### src/source/tdd_pkg.sv
// shared constants for the tdd register map
// widths, feature flags, bus address map and identity words

package tdd_pkg;

  // ****************************************
  // widths and feature flags
  // ****************************************

  // number of timed channels
  localparam int CHANNEL_COUNT     = 8;
  localparam int REGISTER_WIDTH    = 32;
  localparam int BURST_COUNT_WIDTH = 32;
  // sync period spans a low and a high word
  localparam int SYNC_COUNT_WIDTH  = 64;

  localparam bit SYNC_INTERNAL = 1'b1;
  // no external sync input in this build
  localparam bit SYNC_EXTERNAL = 1'b0;

  // ****************************************
  // bus and identity
  // ****************************************

  localparam int ADDR_WIDTH = 14;
  localparam int DATA_WIDTH = 32;

  localparam logic [31:0] PCORE_VERSION = 32'h0002_0100;
  // ascii "TDDN"
  localparam logic [31:0] PCORE_MAGIC   = 32'h5444_444E;

  // ****************************************
  // register addresses, low 8 bits only
  // ****************************************

  localparam logic [7:0] ADDR_TDD_VERSION       = 8'h00;
  localparam logic [7:0] ADDR_TDD_ID            = 8'h01;
  localparam logic [7:0] ADDR_TDD_SCRATCH       = 8'h02;
  localparam logic [7:0] ADDR_TDD_IDENTIFY      = 8'h03;
  localparam logic [7:0] ADDR_TDD_INTERFACE     = 8'h04;
  localparam logic [7:0] ADDR_TDD_CONTROL       = 8'h10;
  localparam logic [7:0] ADDR_TDD_CH_ENABLE     = 8'h11;
  localparam logic [7:0] ADDR_TDD_CH_POLARITY   = 8'h12;
  localparam logic [7:0] ADDR_TDD_BURST_COUNT   = 8'h13;
  localparam logic [7:0] ADDR_TDD_STARTUP_DELAY = 8'h14;
  localparam logic [7:0] ADDR_TDD_FRAME_LENGTH  = 8'h15;
  localparam logic [7:0] ADDR_TDD_SYNC_CNT_LOW  = 8'h16;
  localparam logic [7:0] ADDR_TDD_SYNC_CNT_HIGH = 8'h17;
  localparam logic [7:0] ADDR_TDD_STATUS        = 8'h18;
  // channel i sits at base + 2*i, on and off interleaved
  localparam logic [7:0] ADDR_TDD_CH_ON         = 8'h20;
  localparam logic [7:0] ADDR_TDD_CH_OFF        = 8'h21;

  // control word bit positions
  localparam int CTRL_ENABLE    = 0;
  localparam int CTRL_SYNC_RST  = 1;
  localparam int CTRL_SYNC_INT  = 2;
  localparam int CTRL_SYNC_EXT  = 3;
  localparam int CTRL_SYNC_SOFT = 4;

endpackage

### src/source/tdd_cfg_if.sv
// configuration registers shared between the tdd register blocks
// one writer, a narrow view for the channel bank, a full view for readback

interface tdd_cfg_if;

  import tdd_pkg::*;

  // control word
  logic                         enable;
  logic                         sync_rst;
  logic                         sync_int;
  logic                         sync_ext;
  logic                         sync_soft;

  // timing configuration
  logic [CHANNEL_COUNT-1:0]     channel_en;
  logic [CHANNEL_COUNT-1:0]     channel_pol;
  logic [BURST_COUNT_WIDTH-1:0] burst_count;
  logic [REGISTER_WIDTH-1:0]    startup_delay;
  logic [REGISTER_WIDTH-1:0]    frame_length;
  logic [SYNC_COUNT_WIDTH-1:0]  sync_period;

  logic [DATA_WIDTH-1:0]        scratch;

  modport ctrl (
    output enable, sync_rst, sync_int, sync_ext, sync_soft,
    output channel_en, channel_pol, burst_count, startup_delay, frame_length,
    output sync_period, scratch
  );

  // channel bank only needs the write lock
  modport chan (
    input enable
  );

  modport rb (
    input enable, sync_rst, sync_int, sync_ext, sync_soft,
    input channel_en, channel_pol, burst_count, startup_delay, frame_length,
    input sync_period, scratch
  );

endinterface

### src/source/tdd_channel_regs.sv
// per-channel on and off time registers
// writes are dropped while the controller is enabled

module tdd_channel_regs (
  input  logic                                up_clk,
  input  logic                                up_rstn,
  input  logic                                up_wreq,
  input  logic [tdd_pkg::ADDR_WIDTH-1:0]      up_waddr,
  input  logic [tdd_pkg::DATA_WIDTH-1:0]      up_wdata,
  tdd_cfg_if.chan                             cfg,
  output logic [tdd_pkg::REGISTER_WIDTH-1:0]  channel_on  [tdd_pkg::CHANNEL_COUNT],
  output logic [tdd_pkg::REGISTER_WIDTH-1:0]  channel_off [tdd_pkg::CHANNEL_COUNT]
);

  import tdd_pkg::*;

  logic [7:0] waddr_s;
  logic       wr_open_s;

  assign waddr_s   = up_waddr[7:0];
  assign wr_open_s = up_wreq & ~cfg.enable;

  // ****************************************
  // one on/off pair per channel
  // ****************************************

  genvar i;
  generate
    for (i = 0; i < CHANNEL_COUNT; i++) begin : g_channel
      always_ff @(posedge up_clk) begin
        if (!up_rstn) begin
          channel_on[i]  <= '0;
          channel_off[i] <= '0;
        end else begin
          // on at base + 2i, off right after it
          if (wr_open_s && (waddr_s == 8'(ADDR_TDD_CH_ON + 2 * i))) begin
            channel_on[i] <= up_wdata[REGISTER_WIDTH-1:0];
          end
          if (wr_open_s && (waddr_s == 8'(ADDR_TDD_CH_OFF + 2 * i))) begin
            channel_off[i] <= up_wdata[REGISTER_WIDTH-1:0];
          end
        end
      end
    end
  endgenerate

endmodule

### src/source/tdd_ctrl_regs.sv
// write decode and storage for the tdd control registers
// scratch, control, channel masks, burst, delay, frame length, sync period
// also returns the write acknowledge

module tdd_ctrl_regs (
  input  logic                             up_clk,
  input  logic                             up_rstn,
  input  logic                             up_wreq,
  input  logic [tdd_pkg::ADDR_WIDTH-1:0]   up_waddr,
  input  logic [tdd_pkg::DATA_WIDTH-1:0]   up_wdata,
  output logic                             up_wack,
  tdd_cfg_if.ctrl                          cfg
);

  import tdd_pkg::*;

  logic [7:0]                             waddr_s;
  logic                                   wr_open_s;
  logic [DATA_WIDTH-1:0]                  sync_low;
  logic [SYNC_COUNT_WIDTH-DATA_WIDTH-1:0] sync_high;

  // only the low byte of the address is decoded
  assign waddr_s = up_waddr[7:0];

  // timing registers are frozen while the controller runs
  assign wr_open_s = up_wreq & ~cfg.enable;

  // ****************************************
  // always writable registers
  // ****************************************

  always_ff @(posedge up_clk) begin
    if (!up_rstn) begin
      up_wack       <= 1'b0;
      cfg.scratch   <= '0;
      cfg.enable    <= 1'b0;
      cfg.sync_rst  <= 1'b0;
      cfg.sync_int  <= 1'b0;
      cfg.sync_ext  <= 1'b0;
      cfg.sync_soft <= 1'b0;
      cfg.channel_en <= '0;
    end else begin
      up_wack <= up_wreq;
      if (up_wreq && (waddr_s == ADDR_TDD_SCRATCH)) begin
        cfg.scratch <= up_wdata;
      end
      // soft sync lasts one cycle, any other cycle clears it
      cfg.sync_soft <= 1'b0;
      if (up_wreq && (waddr_s == ADDR_TDD_CONTROL)) begin
        cfg.enable    <= up_wdata[CTRL_ENABLE];
        cfg.sync_rst  <= up_wdata[CTRL_SYNC_RST];
        cfg.sync_int  <= up_wdata[CTRL_SYNC_INT] & SYNC_INTERNAL;
        cfg.sync_ext  <= up_wdata[CTRL_SYNC_EXT] & SYNC_EXTERNAL;
        cfg.sync_soft <= up_wdata[CTRL_SYNC_SOFT];
      end
      if (up_wreq && (waddr_s == ADDR_TDD_CH_ENABLE)) begin
        cfg.channel_en <= up_wdata[CHANNEL_COUNT-1:0];
      end
    end
  end

  // ****************************************
  // locked timing registers
  // ****************************************

  always_ff @(posedge up_clk) begin
    if (!up_rstn) begin
      cfg.channel_pol   <= '0;
      cfg.burst_count   <= '0;
      cfg.startup_delay <= '0;
      cfg.frame_length  <= '0;
      sync_low          <= '0;
      sync_high         <= '0;
    end else if (wr_open_s) begin
      case (waddr_s)
        ADDR_TDD_CH_POLARITY:   cfg.channel_pol   <= up_wdata[CHANNEL_COUNT-1:0];
        ADDR_TDD_BURST_COUNT:   cfg.burst_count   <= up_wdata[BURST_COUNT_WIDTH-1:0];
        ADDR_TDD_STARTUP_DELAY: cfg.startup_delay <= up_wdata[REGISTER_WIDTH-1:0];
        ADDR_TDD_FRAME_LENGTH:  cfg.frame_length  <= up_wdata[REGISTER_WIDTH-1:0];
        ADDR_TDD_SYNC_CNT_LOW:  sync_low          <= up_wdata;
        ADDR_TDD_SYNC_CNT_HIGH: begin
          sync_high <= up_wdata[SYNC_COUNT_WIDTH-DATA_WIDTH-1:0];
        end
        default: begin
        end
      endcase
    end
  end

  // high word above low word
  assign cfg.sync_period = {sync_high, sync_low};

endmodule

### src/source/tdd_readback.sv
// registered read decode for the tdd register map
// identity words, configuration, status and channel timing readback

module tdd_readback #(
  parameter logic [31:0] ID = 32'h0
) (
  input  logic                                up_clk,
  input  logic                                up_rstn,
  input  logic                                up_rreq,
  input  logic [tdd_pkg::ADDR_WIDTH-1:0]      up_raddr,
  output logic [tdd_pkg::DATA_WIDTH-1:0]      up_rdata,
  output logic                                up_rack,
  tdd_cfg_if.rb                               cfg,
  input  logic [tdd_pkg::REGISTER_WIDTH-1:0]  channel_on  [tdd_pkg::CHANNEL_COUNT],
  input  logic [tdd_pkg::REGISTER_WIDTH-1:0]  channel_off [tdd_pkg::CHANNEL_COUNT],
  input  logic [1:0]                          tdd_cstate
);

  import tdd_pkg::*;

  logic [7:0]            raddr_s;
  logic [DATA_WIDTH-1:0] synth_params_s;
  logic [DATA_WIDTH-1:0] ctrl_word_s;
  logic [DATA_WIDTH-1:0] ch_word_s [CHANNEL_COUNT];
  logic [DATA_WIDTH-1:0] ch_rdata_s;
  logic [DATA_WIDTH-1:0] rdata_s;

  assign raddr_s = up_raddr[7:0];

  // build options, fixed at elaboration
  assign synth_params_s = {1'b0, 7'(SYNC_COUNT_WIDTH),
                           8'(BURST_COUNT_WIDTH),
                           8'(REGISTER_WIDTH),
                           1'b0, 1'(SYNC_EXTERNAL), 1'(SYNC_INTERNAL),
                           5'(CHANNEL_COUNT - 1)};

  assign ctrl_word_s = DATA_WIDTH'({cfg.sync_soft, cfg.sync_ext, cfg.sync_int,
                                    cfg.sync_rst, cfg.enable});

  // ****************************************
  // channel timing words
  // ****************************************

  // each channel yields its word on a hit and zero otherwise
  genvar i;
  generate
    for (i = 0; i < CHANNEL_COUNT; i++) begin : g_ch_read
      assign ch_word_s[i] =
        (raddr_s == 8'(ADDR_TDD_CH_ON + 2 * i))  ? DATA_WIDTH'(channel_on[i])  :
        (raddr_s == 8'(ADDR_TDD_CH_OFF + 2 * i)) ? DATA_WIDTH'(channel_off[i]) : '0;
    end
  endgenerate

  always_comb begin
    ch_rdata_s = '0;
    for (int k = 0; k < CHANNEL_COUNT; k++) begin
      ch_rdata_s = ch_rdata_s | ch_word_s[k];
    end
  end

  always_comb begin
    case (raddr_s)
      ADDR_TDD_VERSION:       rdata_s = PCORE_VERSION;
      ADDR_TDD_ID:            rdata_s = ID;
      ADDR_TDD_SCRATCH:       rdata_s = cfg.scratch;
      ADDR_TDD_IDENTIFY:      rdata_s = PCORE_MAGIC;
      ADDR_TDD_INTERFACE:     rdata_s = synth_params_s;
      ADDR_TDD_CONTROL:       rdata_s = ctrl_word_s;
      ADDR_TDD_CH_ENABLE:     rdata_s = DATA_WIDTH'(cfg.channel_en);
      ADDR_TDD_CH_POLARITY:   rdata_s = DATA_WIDTH'(cfg.channel_pol);
      ADDR_TDD_BURST_COUNT:   rdata_s = DATA_WIDTH'(cfg.burst_count);
      ADDR_TDD_STARTUP_DELAY: rdata_s = DATA_WIDTH'(cfg.startup_delay);
      ADDR_TDD_FRAME_LENGTH:  rdata_s = DATA_WIDTH'(cfg.frame_length);
      ADDR_TDD_SYNC_CNT_LOW:  rdata_s = cfg.sync_period[DATA_WIDTH-1:0];
      ADDR_TDD_SYNC_CNT_HIGH: rdata_s = cfg.sync_period[SYNC_COUNT_WIDTH-1:DATA_WIDTH];
      ADDR_TDD_STATUS:        rdata_s = DATA_WIDTH'(tdd_cstate);
      // channel addresses, or zero when nothing matches
      default:                rdata_s = ch_rdata_s;
    endcase
  end

  // ****************************************
  // read response
  // ****************************************

  always_ff @(posedge up_clk) begin
    if (!up_rstn) begin
      up_rack  <= 1'b0;
      up_rdata <= '0;
    end else begin
      up_rack  <= up_rreq;
      // data bus idles at zero between reads
      up_rdata <= up_rreq ? rdata_s : '0;
    end
  end

endmodule

### src/source/tdd_regmap.sv
// top level of the tdd processor register map
// write side, channel bank and readback joined by the configuration interface

module tdd_regmap #(
  parameter logic [31:0] ID = 32'h0
) (
  input  logic                                   up_clk,
  input  logic                                   up_rstn,

  // processor write bus
  input  logic                                   up_wreq,
  input  logic [tdd_pkg::ADDR_WIDTH-1:0]         up_waddr,
  input  logic [tdd_pkg::DATA_WIDTH-1:0]         up_wdata,
  output logic                                   up_wack,

  // processor read bus
  input  logic                                   up_rreq,
  input  logic [tdd_pkg::ADDR_WIDTH-1:0]         up_raddr,
  output logic [tdd_pkg::DATA_WIDTH-1:0]         up_rdata,
  output logic                                   up_rack,

  // controller state and configuration
  input  logic [1:0]                             tdd_cstate,
  output logic                                   tdd_enable,
  output logic [tdd_pkg::CHANNEL_COUNT-1:0]      tdd_channel_en,
  output logic [tdd_pkg::CHANNEL_COUNT-1:0]      tdd_channel_pol,
  output logic [tdd_pkg::BURST_COUNT_WIDTH-1:0]  tdd_burst_count,
  output logic [tdd_pkg::REGISTER_WIDTH-1:0]     tdd_startup_delay,
  output logic [tdd_pkg::REGISTER_WIDTH-1:0]     tdd_frame_length,
  output logic [tdd_pkg::REGISTER_WIDTH-1:0]     tdd_channel_on  [tdd_pkg::CHANNEL_COUNT],
  output logic [tdd_pkg::REGISTER_WIDTH-1:0]     tdd_channel_off [tdd_pkg::CHANNEL_COUNT],
  output logic [tdd_pkg::SYNC_COUNT_WIDTH-1:0]   tdd_sync_period,
  output logic                                   tdd_sync_rst,
  output logic                                   tdd_sync_int,
  output logic                                   tdd_sync_ext,
  output logic                                   tdd_sync_soft
);

  tdd_cfg_if u_cfg ();

  tdd_ctrl_regs u_tdd_ctrl_regs (
    .up_clk   (up_clk),
    .up_rstn  (up_rstn),
    .up_wreq  (up_wreq),
    .up_waddr (up_waddr),
    .up_wdata (up_wdata),
    .up_wack  (up_wack),
    .cfg      (u_cfg.ctrl)
  );

  // channel arrays feed the output ports and readback directly
  tdd_channel_regs u_tdd_channel_regs (
    .up_clk      (up_clk),
    .up_rstn     (up_rstn),
    .up_wreq     (up_wreq),
    .up_waddr    (up_waddr),
    .up_wdata    (up_wdata),
    .cfg         (u_cfg.chan),
    .channel_on  (tdd_channel_on),
    .channel_off (tdd_channel_off)
  );

  tdd_readback #(
    .ID (ID)
  ) u_tdd_readback (
    .up_clk      (up_clk),
    .up_rstn     (up_rstn),
    .up_rreq     (up_rreq),
    .up_raddr    (up_raddr),
    .up_rdata    (up_rdata),
    .up_rack     (up_rack),
    .cfg         (u_cfg.rb),
    .channel_on  (tdd_channel_on),
    .channel_off (tdd_channel_off),
    .tdd_cstate  (tdd_cstate)
  );

  // configuration outputs come straight from the registers
  assign tdd_enable        = u_cfg.enable;
  assign tdd_sync_rst      = u_cfg.sync_rst;
  assign tdd_sync_int      = u_cfg.sync_int;
  assign tdd_sync_ext      = u_cfg.sync_ext;
  assign tdd_sync_soft     = u_cfg.sync_soft;
  assign tdd_channel_en    = u_cfg.channel_en;
  assign tdd_channel_pol   = u_cfg.channel_pol;
  assign tdd_burst_count   = u_cfg.burst_count;
  assign tdd_startup_delay = u_cfg.startup_delay;
  assign tdd_frame_length  = u_cfg.frame_length;
  assign tdd_sync_period   = u_cfg.sync_period;

endmodule

### config.mk
export PLATFORM = sky130hd
export DESIGN_NAME = tdd_regmap
export DESIGN_NICKNAME = d
export VERILOG_FILES = /design/src/source/tdd_pkg.sv /design/src/source/tdd_cfg_if.sv /design/src/source/tdd_channel_regs.sv /design/src/source/tdd_ctrl_regs.sv /design/src/source/tdd_readback.sv /design/src/source/tdd_regmap.sv
export SDC_FILE = /design/constraint.sdc
export NUM_CORES = 2
export LEC_CHECK = 0
export ABC_CLOCK_PERIOD_IN_PS = 3300
export BUFFER_PORTS_ARGS = -buffer_cell sky130_fd_sc_hd__buf_2
export CAP_MARGIN = 20
export CORE_MARGIN = 2
export CORE_UTILIZATION = 30
export DETAILED_ROUTE_END_ITERATION = 6
export HOLD_SLACK_MARGIN = 0.05
export PLACE_DENSITY = 0.57
export RECOVER_POWER = 50
export SYNTH_ARGS = -nofsm -noshare
export SYNTH_HDL_FRONTEND = slang
export SYNTH_SLANG_ARGS = --single-unit
### constraint.sdc
create_clock -name up_clk -period 3.3 [get_ports up_clk]
set_input_delay 0.66 -clock up_clk [delete_from_list [all_inputs] [get_ports up_clk]]
set_output_delay 0.66 -clock up_clk [all_outputs]
set_load 0.005 [all_outputs]
## After elaboration in Yosys (flattened, before gate mapping)

Index checks and enable logic that the tools add are counted.

- Register bits after elaboration: 758
- Bits of input ports: 66
- Logic and storage cells: 139

- Equality and inequality tests: 54
- Multiplexer cells: 17
- Bitwise gates (word level): 9
- Reductions and logical operators: 28

Operators with widths:

| operator | count |
|---|---|
| 2-to-1 mux 32 bit | 16 |
| case mux 32 bit (14 select lines) | 1 |
| == test 8 x 6 -> 1 bit (second input constant) | 32 |
| OR 32 bit | 7 |
| == test 8 x 5 -> 1 bit (second input constant) | 17 |
| == test 8 x 2 -> 1 bit (second input constant) | 3 |
| logical AND 1 bit | 19 |
| AND reduction 2 bit | 8 |
| == test 8 x 1 -> 1 bit (second input constant) | 1 |
| == test 8 x 3 -> 1 bit (second input constant) | 1 |
| logical NOT 8 bit | 1 |
| bitwise AND 1 bit | 1 |
| inverter 1 bit | 1 |

## Logic depth before layout (Yosys ltp)

- Depth in word-level cells: 11
- Mapped depth: 10
- Depth with buffers taken out: 6

## By module

Synthesis repeated with hierarchy kept, for this count alone.

- Cell total of the unflattened synthesis: 3468
- Area total of the unflattened synthesis: 33586.0 um2

By module, submodules not included:

| module | instances | cells each | area an instance (um2) | sequential area each (um2) |
|---|---|---|---|---|
| tdd_channel_regs | 1 | 1740 | 18634.1 | 10249.8 |
| tdd_ctrl_regs | 1 | 736 | 7713.6 | 4264.1 |
| tdd_readback | 1 | 992 | 7238.2 | 660.6 |

## Worst setup path after synthesis

OpenSTA, ideal clock, no wires.

- Path type: in2reg
- From: input port up_raddr[1] in the netlist's numbering
- To: register u_tdd_readback.up_rdata[23] in the netlist's numbering
- Setup time: 0.130 ns
- Data arrival time: 2.141 ns
- Required time: 3.170 ns
- Setup slack: 1.030 ns
- Stages: 8
- Path buffers: 3
- Cell sequence: buf_4 -> buf_4 -> buf_4 -> mux2_2 -> a32oi_1 -> a21oi_1 -> a2111oi_0 -> a21oi_1

- Longest elaborated chain between the ends: 11
- Elaborated cells on any way between the ends: 54

Ends and longest elaborated chain:

| element | line | source |
|---|---|---|
| start: declaration | tdd_regmap.sv:18 | `input logic [tdd_pkg::ADDR_WIDTH-1:0] up_raddr,` |
| == test 8 x 6 -> 1 bit | tdd_readback.sv:50 | `(raddr_s == 8'(ADDR_TDD_CH_OFF + 2 * i)) ? DATA_WIDTH'(channel_off[i]) : '0;` |
| 2-to-1 mux 32 bit | tdd_readback.sv:50 |  |
| 2-to-1 mux 32 bit | tdd_readback.sv:49 | `(raddr_s == 8'(ADDR_TDD_CH_ON + 2 * i)) ? DATA_WIDTH'(channel_on[i]) :` |
| OR 32 bit (7 in a row) | tdd_readback.sv:57 | `ch_rdata_s = ch_rdata_s \| ch_word_s[k];` |
| case mux 32 bit (14 select lines) (*) | tdd_readback.sv:62 | `case (raddr_s)` |
| end signal: assignment | tdd_readback.sv:93 | `up_rdata <= up_rreq ? rdata_s : '0;` |
| end: declaration | tdd_readback.sv:11 | `output logic [tdd_pkg::DATA_WIDTH-1:0] up_rdata,` |

Every way passes the cells marked *; elsewhere a longest branch is shown, timed or not.
A chain may end at the register's enable or synchronous reset.

## Worst setup path in the final report

- From: input port up_waddr[2] in the netlist's numbering
- To: register u_tdd_channel_regs.channel_off[172] in the netlist's numbering

- Longest elaborated chain between the ends: 2

Ends and longest elaborated chain:

| element | line | source |
|---|---|---|
| start: declaration | tdd_regmap.sv:12 | `input logic [tdd_pkg::ADDR_WIDTH-1:0] up_waddr,` |
| == test 8 x 6 -> 1 bit | tdd_channel_regs.sv:39 | `if (wr_open_s && (waddr_s == 8'(ADDR_TDD_CH_OFF + 2 * i))) begin` |
| logical AND 1 bit | tdd_channel_regs.sv:39 |  |
| end signal: indexed assignment | tdd_channel_regs.sv:40 | `channel_off[i] <= up_wdata[REGISTER_WIDTH-1:0];` |
| end: declaration | tdd_channel_regs.sv:12 | `output logic [tdd_pkg::REGISTER_WIDTH-1:0] channel_off [tdd_pkg::CHANNEL_COUNT]` |

Every way passes these cells.

==> results.md <==
* Status: finished, violations left
* Violated checks: capacitance limit, slew limit
* CTS-repair resized insts at 0
* Category of the most critical setup path: in2reg
* DRT antenna net count at 0
* Finished Layout Cells at approximately 6,500
* CTS Hold Bufs at 0
* First-pass GRT wire length at between 200,000 and 300,000 um
* Total track usage at 34.5%
* Clock Tree Buf Depth at 3
* Max FO, Critical Path at 32
* Leakage at ~15 nW
* DRC viols at 0
* Routability cong. at roughly 0.94
* Sum Neg Setup Slack at 0 ps
* Total CTS buffers at just over 90
* Final Hold Fails at 0
* Largest net degree at the start of global routing at 228
* RSZ-0062 raised after global routing: false
* Worst Skew at about 46 ps
* Worst Path Arrival at roughly 3300 ps
* Crit path largest cell delay at roughly 740 ps
* Pwr per Cell Area at approximately 480 nW/um2
* Family with the most delay on the worst path: simple AND/OR/NAND/NOR gates
* Placed cell area at between 40,000 and 50,000 um2
* Synth cell types at slightly above 70
* Fin area at 43,200 um2
* Startpoint Class: input pin
* Worst Path Required at 3890 ps
* First-iteration detailed-routing DRC count at around 4,400
* Port bufs at between 700 and 800
* Row count at about 120
* Area Overhead vs Synth at 26.4%
* Final setup viols at 0
* Worst IR drop on VDD at around 0.38 mV
* Postcts setup bufs at 0
* Net count after synthesis at between 4,000 and 5,000
* Core Area at 113,000 um2
* Vias at around 36,000
* Synth Register Bits at ~760
* Initial antenna violation count at 34
* Critical path cell sequence: clkbuf_1 > nand2b_1 > nor4_1 > and3_1 > buf_12 > nand2_1 > a21boi_0
* Fraction of layout cells with a size suffix above 1 at approximately 15%
* Inst Count DP at around 6,300
* Worst hold path type: reg2reg
* Post-synth EDFFs at 0
* Die Span X at 341 um
* Cells after Synth at roughly 4,200
* Max-Cap Viols at 1
* Drt wl/cell at 32.6 um
* Clock transition at the registers of the reported paths at 60 ps
* Syn Std Cell Area at 34,200 um2
* Asr flop ratio synth at 0%
* Vias in the first global route at approximately 33,000
* Avg Inst Size Synth at just over 8 um2
* Slowest stage cell, crit path: clkbuf_1
* Share of the yosys chip area belonging to registers at 44.4%
* Max Slew Vio Count at around 150
* Sink Count at approximately 760
* Setup crit end kind: flip-flop
* Crit share post-route at 80.5%
* Worst slew pin tran at about 1700 ps
* Initial core utilization at a little under a third
* Fmax at 376 MHz
* Post-layout minimum cycle time at about 2700 ps
* Total gr overflow at 0
* TritonCTS clock tree: yes
* Synth Flop Type: dfxtp_1
* DIE AREA at about 120,000 um2
* Nets at between 4,000 and 5,000
* Buf+Inv Stages, Crit Path at 2
* I/O pin cnt at 793
* H-Tree Depth at 3
* Clock root buffer master: clkbuf_16
* Vias per inst at 5.58
* Die height at between 300 and 400 um
* Post-DP HPWL at around 150,000 um
* Drt first pass iters at 6
* Yosys warnings at 0
* Routed wire length at around 210,000 um
* Slew headroom at -12.5%
* Fillers at 11,800
* Worst skew pair latency at around 710 ps
==> power breakdown <==
group | internal (W) | total, W | switching [W]
sequential | 0.00917 | 0.00918 | 0.0000173
clock | 0.00608 | 0.0104 | 0.00428
combinational | 0.000389 | 0.00137 | 0.000981
total | 0.0156 | 0.0209 | 0.00528
==> through the flow <==
step                setup WS (ps)  hold WS (ps)  total power [W]  utilization (%)
floorplan                    1030           430           0.0100                -
global route                  413           484           0.0213             38.3
global placement             68.7           438           0.0107             36.2
detailed placement           72.0           445           0.0107             36.2
CTS                           794           244           0.0210             38.9
finish                        643           465           0.0209             38.3
==> cell families (layout without fill, tap and decap cells) <==
family          Yosys count  count (layout)  share of synthesized area (%)
mux                     173             173                           6.38
simple gates           1712            1712                           20.2
xor+xnor                  1               1                         0.0256
other cells               1               8                         0.0110
buf+inv                 405            1194                           5.01
flops                   758             758                           44.4
compound gates         1117            1117                           23.9
==> synthesized netlist by cell type (8+ instances only) <==
library cell | instances | area share, %
o211ai_1 | 15 | 0.33
nor3_1 | 24 | 0.35
a21boi_0 | 465 | 10
o21ai_0 | 52 | 0.76
a31oi_1 | 15 | 0.27
a22oi_1 | 91 | 2.0
a221oi_1 | 38 | 0.97
inv_1 | 8 | 0.088
o22ai_1 | 30 | 0.55
a21oi_1 | 73 | 1.1
nand2_1 | 1479 | 16
nor2_1 | 82 | 0.90
a21boi_1 | 239 | 5.3
mux4_2 | 33 | 2.2
and2_1 | 11 | 0.20
a22o_1 | 17 | 0.44
nand3_1 | 24 | 0.35
nor2b_1 | 28 | 0.51
clkbuf_1 | 282 | 3.1
dfxtp_1 | 758 | 44
a211oi_1 | 19 | 0.42
buf_4 | 22 | 0.48
mux2i_1 | 113 | 3.3
nor3_2 | 11 | 0.32
mux2_2 | 27 | 0.89
o221ai_1 | 15 | 0.38
buf_2 | 84 | 1.2
==> worst paths after layout <==
path | slack, ps | endpoint | from | cells after the start
setup reg to reg | 880 | u_tdd_channel_regs.channel_off[21]$_SDFFE_PN0P_ | u_tdd_ctrl_regs.cfg.enable$_SDFFE_PN0P_ | 7
setup / recovery | 640 | u_tdd_channel_regs.channel_off[172]$_SDFFE_PN0P_ | up_waddr[2] | 7
hold reg to reg | 470 | u_tdd_channel_regs.channel_on[194]$_SDFFE_PN0P_ | u_tdd_channel_regs.channel_on[194]$_SDFFE_PN0P_ | 2
hold / removal | 470 | u_tdd_channel_regs.channel_on[194]$_SDFFE_PN0P_ | u_tdd_channel_regs.channel_on[194]$_SDFFE_PN0P_ | 2
==> cell usage in the layout, fill, tap and decap left out, drive strengths merged, types with 4 or more instances in the layout <==
cell type	n
a21boi	704
nor4	4
a32oi	7
buf	532
a22oi	91
inv	13
nand2	1479
bufinv	6
mux4	33
a221o	4
clkinv	13
o21ai	52
a221oi	38
o211ai	15
a2111oi	4
dfxtp	758
nor2	84
a222oi	6
and2	11
clkbuf	629
a311oi	4
o22ai	30
a22o	17
nor2b	28
a31oi	15
nand3	25
o31ai	4
a211oi	19
o221ai	15
mux2i	113
mux2	27
and3	7
nand2b	5
nand4	7
diode	7
a21oi	73
nor3	36
or3	7
==> flip-flops by register name (all words and copies together) (netlist names), 32 cells and up <==
| name | count |
|---|---|
| u_tdd_ctrl_regs.cfg.burst_count | 32 |
| u_tdd_ctrl_regs.cfg.scratch | 32 |
| u_tdd_channel_regs.channel_on | 256 |
| u_tdd_channel_regs.channel_off | 256 |
| u_tdd_ctrl_regs.sync_high | 32 |
| u_tdd_readback.up_rdata | 32 |
| u_tdd_ctrl_regs.cfg.startup_delay | 32 |
| u_tdd_ctrl_regs.cfg.frame_length | 32 |
| u_tdd_ctrl_regs.sync_low | 32 |
==> cell type report <==
cell class	count	area, um2	share of cell area [%]
Multi-Input combinational cell	3004	17400	40.3
Sequential cell	758	15200	35.2
Timing Repair Buffer	1023	5680	13.1
Clock buffer	138	2700	6.24
Tap cell	1500	1880	4.35
Clock inverter	25	308	0.713
Inverter	8	30.0	0.0696
Antenna cell	7	17.5	0.0406
==> routing by layer <==
layer  track usage [%]  share of wire [%]  wire length, um  vias to the layer above
met3              11.2                 11            24200                      446
met4              16.2                5.5            11500                       26
met2              53.8                 44            92600                     2130
met5                 0              0.088              186                        -
li1                  -                  -                -                    15600
met1              43.2                 39            82100                    17800
==> tightest hold or removal path: stages (launching register included) <==
cell      delay, ps
dfxtp_1         320
nand2_1          50
a21boi_1         50
No activity file was read; power rests on OpenSTA's default activity.
